File: src/design/renas_mem_pkg.sv
package renas_mem_pkg;

	// ======================================================================
	// word and address widths
	// ======================================================================

	// data word, also the data address
	localparam int DATA_LENGTH = 32;

	// instruction word fetched by the front end
	localparam int INST_LENGTH = 32;

	// program counter as seen by the memory
	localparam int PC_LENGTH = 32;

	// ======================================================================
	// array geometry
	// ======================================================================

	// words held in the shared array
	localparam int MEM_LINE = 2048;

	// word index, follows the depth
	localparam int MEM_ADDR_BITS = $clog2(MEM_LINE);

	// byte lane select inside one word
	localparam int BYTE_OFS_BITS = 2;

	// ======================================================================
	// vector types
	// ======================================================================

	// data words and data addresses
	typedef logic [DATA_LENGTH-1:0] data_word_t;

	// instruction words
	typedef logic [INST_LENGTH-1:0] inst_word_t;

	// instruction addresses
	typedef logic [PC_LENGTH-1:0] pc_t;

	// array row select
	typedef logic [MEM_ADDR_BITS-1:0] word_index_t;

	// low address bits below the word index
	typedef logic [BYTE_OFS_BITS-1:0] byte_ofs_t;

endpackage

File: src/design/mem_request_capture.sv
`timescale 1ns/10ps

module mem_request_capture
(
	input  logic                       mem_clk,
	input  logic                       rst_n,
	input  logic                       inst_read_req,
	input  logic                       data_read_req,
	input  logic                       data_write_req,
	input  renas_mem_pkg::pc_t         inst_addr,
	input  renas_mem_pkg::data_word_t  data_addr,
	input  renas_mem_pkg::data_word_t  data_mem_write,
	output logic                       inst_read_ena,
	output logic                       data_read_ena,
	output logic                       data_write_ena,
	output renas_mem_pkg::word_index_t inst_word,
	output renas_mem_pkg::word_index_t data_word,
	output renas_mem_pkg::byte_ofs_t   data_ofs,
	output renas_mem_pkg::data_word_t  data_wdata
);

	import renas_mem_pkg::*;

	// ======================================================================
	// request edge detection
	// ======================================================================

	// request levels seen at the previous edge
	logic inst_read_req_q;
	logic data_read_req_q;
	logic data_write_req_q;

	// one strobe per rising request level
	logic inst_read_samp;
	logic data_read_samp;
	logic data_write_samp;

	// latched addresses
	pc_t        inst_addr_q;
	data_word_t data_addr_q;

	// high now, low one edge ago
	assign inst_read_samp  = inst_read_req && !inst_read_req_q;
	assign data_read_samp  = data_read_req && !data_read_req_q;
	assign data_write_samp = data_write_req && !data_write_req_q;

	// previous levels and the enables for the array
	always_ff @(posedge mem_clk or negedge rst_n)
	begin
		if (!rst_n)
		begin
			inst_read_req_q  <= 1'b0;
			data_read_req_q  <= 1'b0;
			data_write_req_q <= 1'b0;
			inst_read_ena    <= 1'b0;
			data_read_ena    <= 1'b0;
			data_write_ena   <= 1'b0;
		end
		else
		begin
			inst_read_req_q  <= inst_read_req;
			data_read_req_q  <= data_read_req;
			data_write_req_q <= data_write_req;
			// enable lasts exactly the cycle after the strobe
			inst_read_ena    <= inst_read_samp;
			data_read_ena    <= data_read_samp;
			data_write_ena   <= data_write_samp;
		end
	end

	// ======================================================================
	// address and write data capture
	// ======================================================================

	// addresses hold between requests
	always_ff @(posedge mem_clk or negedge rst_n)
	begin
		if (!rst_n)
		begin
			inst_addr_q <= '0;
			data_addr_q <= '0;
		end
		else
		begin
			if (inst_read_samp)
				inst_addr_q <= inst_addr;
			// one data address register for reads and writes
			if (data_read_samp || data_write_samp)
				data_addr_q <= data_addr;
		end
	end

	// write payload only
	always_ff @(posedge mem_clk)
	begin
		if (data_write_samp)
			data_wdata <= data_mem_write;
	end

	// word index just above the byte offset
	// upper address bits are dropped, so they alias
	assign inst_word = inst_addr_q[BYTE_OFS_BITS +: MEM_ADDR_BITS];
	assign data_word = data_addr_q[BYTE_OFS_BITS +: MEM_ADDR_BITS];

	// only the data side needs the offset, for the alignment check
	assign data_ofs = data_addr_q[BYTE_OFS_BITS-1:0];

endmodule

File: config.mk
export PLATFORM = sky130hd
export DESIGN_NAME = mem_request_capture
export DESIGN_NICKNAME = d
export VERILOG_FILES = /design/src/design/renas_mem_pkg.sv /design/src/design/mem_request_capture.sv
export SDC_FILE = /design/constraint.sdc
export NUM_CORES = 1
export LEC_CHECK = 0
export BUFFER_PORTS_ARGS = -buffer_cell sky130_fd_sc_hd__buf_2
export CORE_UTILIZATION = 35
export DETAILED_ROUTE_END_ITERATION = 10
export PLACE_DENSITY_LB_ADDON = 0.12
export SLEW_MARGIN = 40
export SYNTH_ARGS = -nofsm -noshare
export SYNTH_HDL_FRONTEND = slang
export SYNTH_SLANG_ARGS = --single-unit
File: constraint.sdc
create_clock -name mem_clk -period 1.8 [get_ports mem_clk]
set_input_delay 0.27 -clock mem_clk [delete_from_list [all_inputs] [get_ports mem_clk]]
set_output_delay 0.27 -clock mem_clk [all_outputs]
set_load 0.02 [all_outputs]
* Word-level counts from Yosys, hierarchy flattened
Cells that the tools add are included.
Operators by class: reduce and logical (&&, ||, !) cells 7
Operators by type and width (number):
- 1-bit logical AND | 3
- 1-bit logical NOT | 3
- 1-bit logical OR | 1
Word-level totals: word-level logic and storage cells 16, bits of input ports 101, output and inout bits 59, register bits after elaboration 64

* Logic depth before layout (Yosys ltp)
Gate-level depths: netlist of run 1.
word-level depth 3, depth in mapped cells 5, mapped depth without buffers 3

* Worst setup path after synthesis of run 1
No wires, ideal clock.
path type register -> register, start register data_write_req_q, end register data_addr_q[10], buffers on the path 2, arrival 1.662 ns, period minus slack after synthesis 1.787 ns, stages on the path, launching flop included 6, library setup time 0.125 ns, path slack 0.013 ns, required time 1.675 ns, cell sequence dfrtp_1 > nor2b_4 > or2_1 > buf_6 > buf_12 > mux2_4
On the way: longest elaborated chain between the ends 3
RTL lines:
- start, declared | line mem_request_capture.sv:31 | logic data_write_req_q;
- start signal, assigned | line mem_request_capture.sv:63 | data_write_req_q <= data_write_req;
- 1-bit logical NOT | line mem_request_capture.sv:45 | assign data_write_samp = data_write_req && !data_write_req_q;
- 1-bit logical AND | line mem_request_capture.sv:45
- via data_write_samp | line mem_request_capture.sv:36 | logic data_write_samp;
- 1-bit logical OR | line mem_request_capture.sv:88 | if (data_read_samp || data_write_samp)
- end signal, assigned | line mem_request_capture.sv:89 | data_addr_q <= data_addr;
- end, declared | line mem_request_capture.sv:40 | data_word_t data_addr_q;
The timed path passes the listed nets, and every way through them passes these cells. A chain may end at the register's enable or synchronous reset.

* Worst setup path in the final report of run 1
start register data_write_req_q, end register data_addr_q[1]
The elaborated chain is that of the path after synthesis.

==> impl_metrics.py, run 1 <==
metrics = {
    "run_status": {
        "status": "finished clean",
    },
    "floorplanning": {
        "core.rowCount": 27,
        "ios": 160,
        "die_h_um": 79.4,
        "die-area_um2": 6300,
        "coreArea_um2": 5640,
        "die_w_um": 79.4,
        "start_util": 0.371,
    },
    "route": {
        "drtPass1Iterations": 2,
        "drt_iter0_markers": 54,
        "viasPerCell": 4.27,
        "ant_nets": 0,
        "drcViolationCount": 0,
        "wl_um": 3900,
        "vias": 1281,
        "post_drt_wl_per_cell_um": 13.0,
    },
    "yosys": {
        "synthXorXnorAreaFrac": 0,
        "ys.warnings.count": 0,
        "synth.most_common_cell": "edfxtp_1",
        "syn-mean-instance-area_um2": 22.5,
        "synth_async_sr_flop_share": 0.484,
        "yosys.area_share.adder": 0,
        "yosysUniqueCellTypes": 10,
        "synth_top_family_by_area": "multiplexers",
        "synth.area.top_cells": "edfxtp_1 (46%), dfrtp_1 (36%), mux2_2 (7.5%), mux2_4 (7.2%), nor2b_4 (1.3%)",
        "synth_mux_area_frac": 0.147,
        "synthTopCellsByCount": "edfxtp_1 (32), dfrtp_1 (30), mux2_2 (14)",
        "synth_top_area_frac": 0.459,
        "synthSimpleGateAreaFrac": 0.0191,
        "synth_edf_count": 32,
        "synth-compound-area-share": 0,
        "ys_ff_latch": 62,
        "syn_nets": 194,
        "synth_top_cell_by_area": "edfxtp_1",
        "yosysSeqAreaShare": 0.817,
        "synthCells": 93,
        "syn_area_um2": 2100,
        "synthFlopType": "edfxtp_1",
    },
    "worst_setup_path": {
        "rrSetupSlack_ns": 0.19,
        "reg2reg_to": "data_addr_q[1]",
        "cp_data_arrival_time_ns": 1.81,
        "path_cells": "nor2b_4 > or2_1 > mux2_2",
        "critPathKind": "reg2reg",
        "crit_fanout": 13,
        "max_stage_delay_ns": 0.58,
        "critPathLaunchType": "register",
        "required_ns": 2.00,
        "cp_slowest_cell": "or2_1",
        "crit_buf_inv": 0,
        "crit_family": "simple AND/OR/NAND/NOR gates",
        "end_kind": "register",
        "r2r-start": "data_write_req_q",
        "r2r_cells": 3,
    },
    "global_route": {
        "antenna_found_initial": 0,
        "grt_use_met2": 0.218,
        "use_met1": 0.149,
        "gr-usage-all-layers": 0.134,
        "gr-usage-met3": 0.0423,
        "grt_max_degree": 34,
        "gr-total-overflow": 0,
        "grt_pass1_vias": 1315,
        "grt_pass1_wl_um": 6040,
        "grt-busiest-layer": "met2",
    },
    "power": {
        "p_leak_nw": 1.37,
        "p_per_area_nw_per_um2": 1050,
        "irDropWorstVdd_uv": 423,
    },
    "cells_and_area": {
        "fillerInstances": 490,
        "drive_gt1_frac": 0.689,
        "nNetsFinal": 324,
        "diodes": 0,
        "final_cell_area_um2": 2920,
        "area_growth_pct": 39.4,
    },
    "flow_run": {
        "maxCapViolCount": 0,
    },
    "sta": {
        "hold_ws_ns": 0.0762,
        "worstMarginPinSlew_ns": 0.728,
        "hold_viol_final": 0,
        "fin_setup_tns_ns": 0,
        "fin_worst_skew_ns": 0.00667,
        "max_freq_ghz": 0.621,
        "slew_viol_final": 0,
        "rsz0062_at_grt": "no",
        "period_share": 0.895,
        "setup_violations": 0,
        "slew_headroom": 0.515,
        "period_minus_slack_ns": 1.61,
    },
    "clock_tree": {
        "numCtsBuffers": 9,
        "cts_buffer_depth": 2,
        "clkSinkCount": 62,
        "clock_latency_ns": 0.32,
        "cts_tree": "built",
        "cts_resized": 0,
        "post_cts_buffers": 0,
        "root_buffer": "clkbuf_8",
        "path_clk_slew_ns": 0.06,
        "cts_hold_buf": 1,
        "htreeDepth": 3,
    },
    "place": {
        "gp_congestion": 0.692,
        "place_area_um2": 2760,
        "hpwlAfterDp_um": 2950,
        "port_buffers": 119,
    },
    "worst_hold_path": {
        "hold_class": "in2reg",
        "min_to": "inst_read_req_q",
        "worstHoldStart": "inst_read_req",
        "whs_path_depth": 1,
    },
}
==> layout by cell type, fill, tap and decap left out, drive strengths merged <==
cell and instances:
buf 121, clkbuf 13, clkinv 3, dfrtp 30
dlygate4sd3 1, edfxtp 32, mux2 24, nor2b 3
or2 1
==> cells by family after synthesis <==
group / count (synthesis)
buffers and inverters: 3
muxes: 24
DFF: 62
and+or+nand+nor: 4
==> per-layer routing <==
metal	share of wire	routed length, um	up-vias
met5	0	0	-
met4	0.020	77	0
met3	0.090	352	9
met2	0.49	1930	78
met1	0.40	1550	591
li1	-	-	603
==> worst max-delay path by stage <==
stage,startpoint,to,slack (ns),cells past startpoint
global placement,data_write_req,data_addr_q[0],0.22,4
floorplan,data_write_req_q,data_addr_q[10],0.01,5
global route,data_write_req_q,data_addr_q[1],0.07,3
detailed placement,data_write_req,data_addr_q[12],0.14,4
CTS,data_write_req_q,data_addr_q[12],0.14,3
finish,data_write_req_q,data_addr_q[1],0.19,3
==> through the flow <==
stage	util	cells	setup slack (ns)	power, mW
6_report	0.518	300	0.189	3.07
5_1_grt	0.518	300	0.0724	3.22
4_1_cts	0.518	300	0.138	3.13
3_5_place_dp	0.489	283	0.137	2.17
3_3_place_gp	0.489	283	0.219	2.15
2_1_floorplan	-	93	0.0132	1.96
==> flip-flops by register name, indices dropped and copies added, names as in the netlist <==
name              count
data_addr_q          13
data_write_ena        1
data_read_ena         1
inst_read_req_q       1
data_write_req_q      1
inst_read_ena         1
inst_addr_q          11
data_wdata           32
data_read_req_q       1
==> cell type report <==
type,count,area (um^2),area share
sequential,62,1710,0.586
timing repair buffer,122,621,0.212
multi-input combinational,28,348,0.119
clock buffer,13,139,0.0475
tap,72,90.1,0.0308
clock inverter,3,12.5,0.00428
==> report_power, final <==
group	switching, mW	internal [mW]
Clock	0.447	0.490
Combinational	0.257	0.210
Sequential	0.0483	1.62
(Power assumes the default switching activity.)
==> inputs of run 2 (changes only) <==
RECOVER_POWER = 100   (was unset)
==> run 2 against run 1 <==
Against the previous run: combinational power decreased by 13%; sequential power about the same; count of clock-buffer cells in the layout unchanged; final area decreased by 4.1%; die area unchanged; clock skew about the same; first-iteration DRC count increased by 1.9%; non-clock buffer count unchanged; critical endpoint is now data_addr_q[12]; final cell count unchanged.
==> impl_metrics.py, run 2 (synthesized netlist as in run 1, its figures left out) <==
metrics = {
    "run_status": {
        "status": "finished clean",
    },
    "place": {
        "port_buffers": 119,
        "dp_slack_ns": 0.137,
        "gp_congestion": 0.692,
        "hpwlAfterDp_um": 2950,
        "dpl.cell_count": 283,
    },
    "cells_and_area": {
        "fin_cells": 300,
        "reg_top3": "data_wdata: 32 flops, data_addr_q: 13 flops, inst_addr_q: 11 flops",
        "finish.utilization": 0.497,
        "area_growth_pct": 33.7,
        "diodes": 0,
        "top_register": "data_wdata",
        "drive_gt1_frac": 0.373,
        "final_common_cell": "clkbuf_1",
        "layout.cells.most_common_list": "clkbuf_1 (66), buf_2 (57), edfxtp_1 (32)",
        "largest_reg_flops": 32,
        "nNetsFinal": 324,
    },
    "route": {
        "viasPerCell": 4.32,
        "post_drt_wl_per_cell_um": 13.4,
        "drtPass1Iterations": 3,
        "drcViolationCount": 0,
        "wl_um": 4010,
        "drt_iter0_markers": 55,
        "ant_nets": 0,
        "vias": 1297,
    },
    "power": {
        "p_leak_nw": 1.15,
        "combinationalPowerShare": 0.135,
        "power.share.clock": 0.312,
        "switching_share": 0.251,
        "p_seq_frac": 0.553,
        "switching_power_uw": 758,
        "power.total_mw": 3.01,
        "p_int_mw": 2.26,
        "p_per_area_nw_per_um2": 1080,
        "irDropWorstVdd_uv": 404,
    },
    "floorplanning": {
        "die_w_um": 79.4,
        "die-area_um2": 6300,
        "die_h_um": 79.4,
        "start_util": 0.371,
        "coreArea_um2": 5640,
        "core.rowCount": 27,
        "ios": 160,
    },
    "worst_hold_path": {
        "hold_class": "in2reg",
    },
    "sta": {
        "worstMarginPinSlew_ns": 0.763,
        "period_minus_slack_ns": 1.50,
        "period_share": 0.835,
        "hold_viol_final": 0,
        "setup_violations": 0,
        "slew_headroom": 0.491,
        "fin_setup_tns_ns": 0,
        "setup_slack_ns": 0.297,
        "rsz0062_at_grt": "no",
        "max_freq_ghz": 0.665,
        "slew_viol_final": 0,
        "fin_worst_skew_ns": 0.00694,
    },
    "global_route": {
        "grt_max_degree": 34,
        "grt_pass1_vias": 1315,
        "antenna_found_initial": 0,
        "gr-total-overflow": 0,
        "grt_pass1_wl_um": 6040,
        "gr-usage-all-layers": 0.134,
    },
    "clock_tree": {
        "cts_buffer_depth": 2,
        "clock_latency_ns": 0.32,
        "htreeDepth": 3,
        "cts_tree": "built",
        "root_buffer": "clkbuf_8",
        "numCtsBuffers": 9,
        "clkSinkCount": 62,
        "path_clk_slew_ns": 0.06,
        "post_cts_buffers": 0,
    },
    "worst_setup_path": {
        "cp_data_arrival_time_ns": 1.70,
        "end_kind": "register",
        "rrSetupSlack_ns": 0.30,
        "required_ns": 2.00,
        "critPathLaunchType": "register",
        "crit_fanout": 13,
        "critPathKind": "reg2reg",
    },
    "flow_run": {
        "maxCapViolCount": 0,
    },
}
[run 2: cell types whose count changed in the layout (fill, tap and decap cells not counted), sizes merged]
cell,before,now
clkbuf,13,77
buf,121,57
[run 2: worst paths after layout]
path | start | end | cells past startpoint
min | inst_read_req | inst_read_req_q | 1
max in group asynchronous | rst_n | inst_read_req_q | 2
min in group asynchronous | rst_n | data_addr_q[2] | 2
max | data_write_req_q | data_addr_q[12] | 3
max reg2reg | data_write_req_q | data_addr_q[12] | 3
min reg2reg | data_read_req_q | data_read_ena | 1
[run 2: layout make-up]
class                           count  area [um^2]
Clock buffer                       13          139
Multi-Input combinational cell     28          310
Sequential cell                    62         1710
Tap cell                           72         90.1
Clock inverter                      3         12.5
Fill cell                         542         2840
Timing Repair Buffer              122          538
[run 2: metal layers]
layer  routed length [um]  GRT usage  part of all wire
met1                 1640      0.149              0.41
met2                 1920      0.218              0.48
met3                  355     0.0423             0.089
met4                   88     0.0927             0.022
met5                    0          0                 0
[run 2: timing repair]
action | CTS | global route
hold buffers | 1 | 0
gates resized for setup | 0 | 0
hold endpoints to repair | 30 | 0
[run 2: power groups by stage]
stage / logic (mW) / clock network [mW] / registers, mW
after floorplan: 0.135 / 0 / 1.83
after global placement: 0.463 / 0 / 1.68
after detailed placement: 0.475 / 0 / 1.69
after CTS: 0.476 / 0.991 / 1.67
after global routing: 0.441 / 1.04 / 1.68
final: 0.407 / 0.940 / 1.67
[run 2: through the flow]
stage / hold WS [ns] / cell area [um^2]
after global routing: 0.0547 / 2800
after floorplan: -0.0256 / 2100
after global placement: 0.327 / 2760
after CTS: 0.0500 / 2920
final: 0.0735 / 2800
after detailed placement: 0.341 / 2760
[run 2: worst max-delay path, stage by stage, from the launching register on]
cell	delay, ns
dfrtp_1	0.39
nor2b_4	0.11
or2_1	0.48
mux2_2	0.41
==> inputs of run 3 (changes only) <==
CORE_UTILIZATION = 39   (was 35)
clock period = 1.41 ns   (was 1.8 ns; I/O delays follow)
==> run 3 against run 2 <==
Against the previous run: combinational power increased by 30%; routed wire length rose by 0.17%; highest routed layer unchanged; via count grew 0.39%; register-to-register slack lost 0.22 ns; first-iteration DRC count decreased by 44%; critical path type is now in2reg; sequential power grew 28%; global-route usage rose by 0.99 points.
==> impl_metrics.py, run 3 (synthesized netlist as in run 1, its figures left out) <==
metrics = {
    "sta": {
        "slew_headroom": 0.523,
        "period_minus_slack_ns": 1.33,
        "hold_viol_final": 0,
        "fin_worst_skew_ns": 0.00943,
        "rsz0062_at_grt": "no",
        "worstMarginPinSlew_ns": 0.716,
        "setup_violations": 0,
        "slew_viol_final": 0,
        "period_share": 0.944,
        "max_freq_ghz": 0.752,
    },
    "cells_and_area": {
        "final_common_cell": "clkbuf_1",
        "nNetsFinal": 326,
        "largest_reg_flops": 32,
        "diodes": 0,
        "fin_cells": 300,
        "reg_top3": "data_wdata: 32 flops, data_addr_q: 13 flops, inst_addr_q: 11 flops",
        "layout.cells.most_common_list": "clkbuf_1 (64), buf_2 (58), edfxtp_1 (32)",
        "finish.utilization": 0.552,
        "drive_gt1_frac": 0.396,
        "final_cell_area_um2": 2840,
        "top_register": "data_wdata",
        "area_growth_pct": 35.5,
    },
    "worst_setup_path": {
        "critPathCapture": "inst_addr_q[5]",
        "max_stage_delay_ns": 0.52,
        "r2r-start": "data_read_req_q",
        "path_cells": "dlygate4sd3_1 > buf_2 > nor2b_1 > buf_4 > mux2_2",
        "crit_start": "inst_read_req",
        "required_ns": 1.60,
        "r2r_cells": 4,
        "end_kind": "register",
        "crit_fanout": 12,
        "critPathKind": "in2reg",
        "reg2reg_to": "data_addr_q[5]",
        "cp_data_arrival_time_ns": 1.52,
        "cp_slowest_cell": "dlygate4sd3_1",
        "rrSetupSlack_ns": 0.08,
        "critPathLaunchType": "input pin",
    },
    "flow_run": {
        "maxCapViolCount": 0,
    },
    "global_route": {
        "grt_pass1_vias": 1297,
        "grt_max_degree": 34,
        "grt_pass1_wl_um": 5730,
        "antenna_found_initial": 0,
        "gr-total-overflow": 0,
        "gr-usage-all-layers": 0.144,
    },
    "route": {
        "met1_length_um": 1500,
        "post_drt_wl_per_cell_um": 13.4,
        "vias": 1302,
        "wl_um": 4020,
        "drt_iter0_markers": 31,
        "dr_wl_met2_um": 2000,
        "met3_length_um": 405,
        "drtPass1Iterations": 4,
        "viasPerCell": 4.34,
        "ant_nets": 0,
        "topRoutingLayerUsed": "met4",
        "drcViolationCount": 0,
    },
    "power": {
        "p_per_area_nw_per_um2": 1380,
        "power.total_mw": 3.92,
        "p_leak_nw": 1.18,
        "irDropWorstVdd_uv": 636,
    },
    "place": {
        "gp_congestion": 0.707,
        "hpwlAfterDp_um": 2900,
        "dpl.cell_count": 282,
        "port_buffers": 119,
        "place_area_um2": 2780,
    },
    "clock_tree": {
        "cts_tree": "built",
        "path_clk_slew_ns": 0.06,
        "cts_buffer_depth": 2,
        "post_cts_buffers": 0,
        "root_buffer": "clkbuf_8",
        "clock_latency_ns": 0.32,
        "htreeDepth": 3,
        "numCtsBuffers": 9,
        "clkSinkCount": 62,
    },
    "floorplanning": {
        "start_util": 0.408,
        "die_w_um": 75.3,
        "coreArea_um2": 5140,
        "core.rowCount": 26,
        "die_h_um": 75.3,
        "die-area_um2": 5670,
        "ios": 160,
    },
    "worst_hold_path": {
        "worstHoldStart": "data_write_req",
        "hold_class": "in2reg",
    },
    "run_status": {
        "status": "finished clean",
    },
}
==> run 3: cell types whose count changed in the layout (fill, tap and decap cells not counted), sizes merged <==
cell	before	now
buf	57	59
clkinv	3	2
dlygate4sd3	1	2
==> run 3: worst min path at each step <==
stage | end | slack, ns | cells after the start
global route | data_write_req_q | 0.0002 | 1
floorplan | data_addr_q[0] | -0.08 | 0
global placement | data_addr_q[3] | 0.26 | 1
CTS | data_write_req_q | 0.0008 | 1
detailed placement | data_addr_q[3] | 0.28 | 1
finish | data_write_req_q | 0.02 | 1
==> run 3: cell type report <==
cell class,count,area (um^2)
Clock buffer,14,153
Fill cell,475,2300
Timing Repair Buffer,124,563
Clock inverter,2,10.0
Sequential cell,62,1710
Tap cell,70,87.6
Multi-Input combinational cell,28,314
==> run 3: routing by layer <==
layer,up-vias,global-route usage
li1,601,-
met1,603,0.145
met2,85,0.244
met3,13,0.0503
met4,0,0.111
met5,-,0
==> run 3: per-stage QoR <==
step	worst slack, ns	setup TNS [ns]	hold WS, ns
after CTS	0.0779	0	0.000827
after global placement	0.142	0	0.258
after detailed placement	0.116	0	0.278
final	0.0794	0	0.0234
after floorplan	-0.371	-4.51	-0.0841
after global routing	0.00140	0	0.000224
==> run 3: critical path: cells and delay by family <==
family,cells,cell delay [ns]
AND/OR/NAND/NOR,1,0.13
buffers and inverters,3,0.83
multiplexers,1,0.35
==> run 3: where the power goes <==
part	total (mW)	internal (mW)	leakage, nW	switching, mW
Combinational	0.529	0.202	0.443	0.327
Clock	1.26	0.683	0.0844	0.581
Sequential	2.13	2.06	0.655	0.0654
==> run 3: what timing repair did <==
action                    4_1_cts  5_1_grt
hold buffers                    2        0
hold endpoints to repair       31        0
resized for setup               0        0
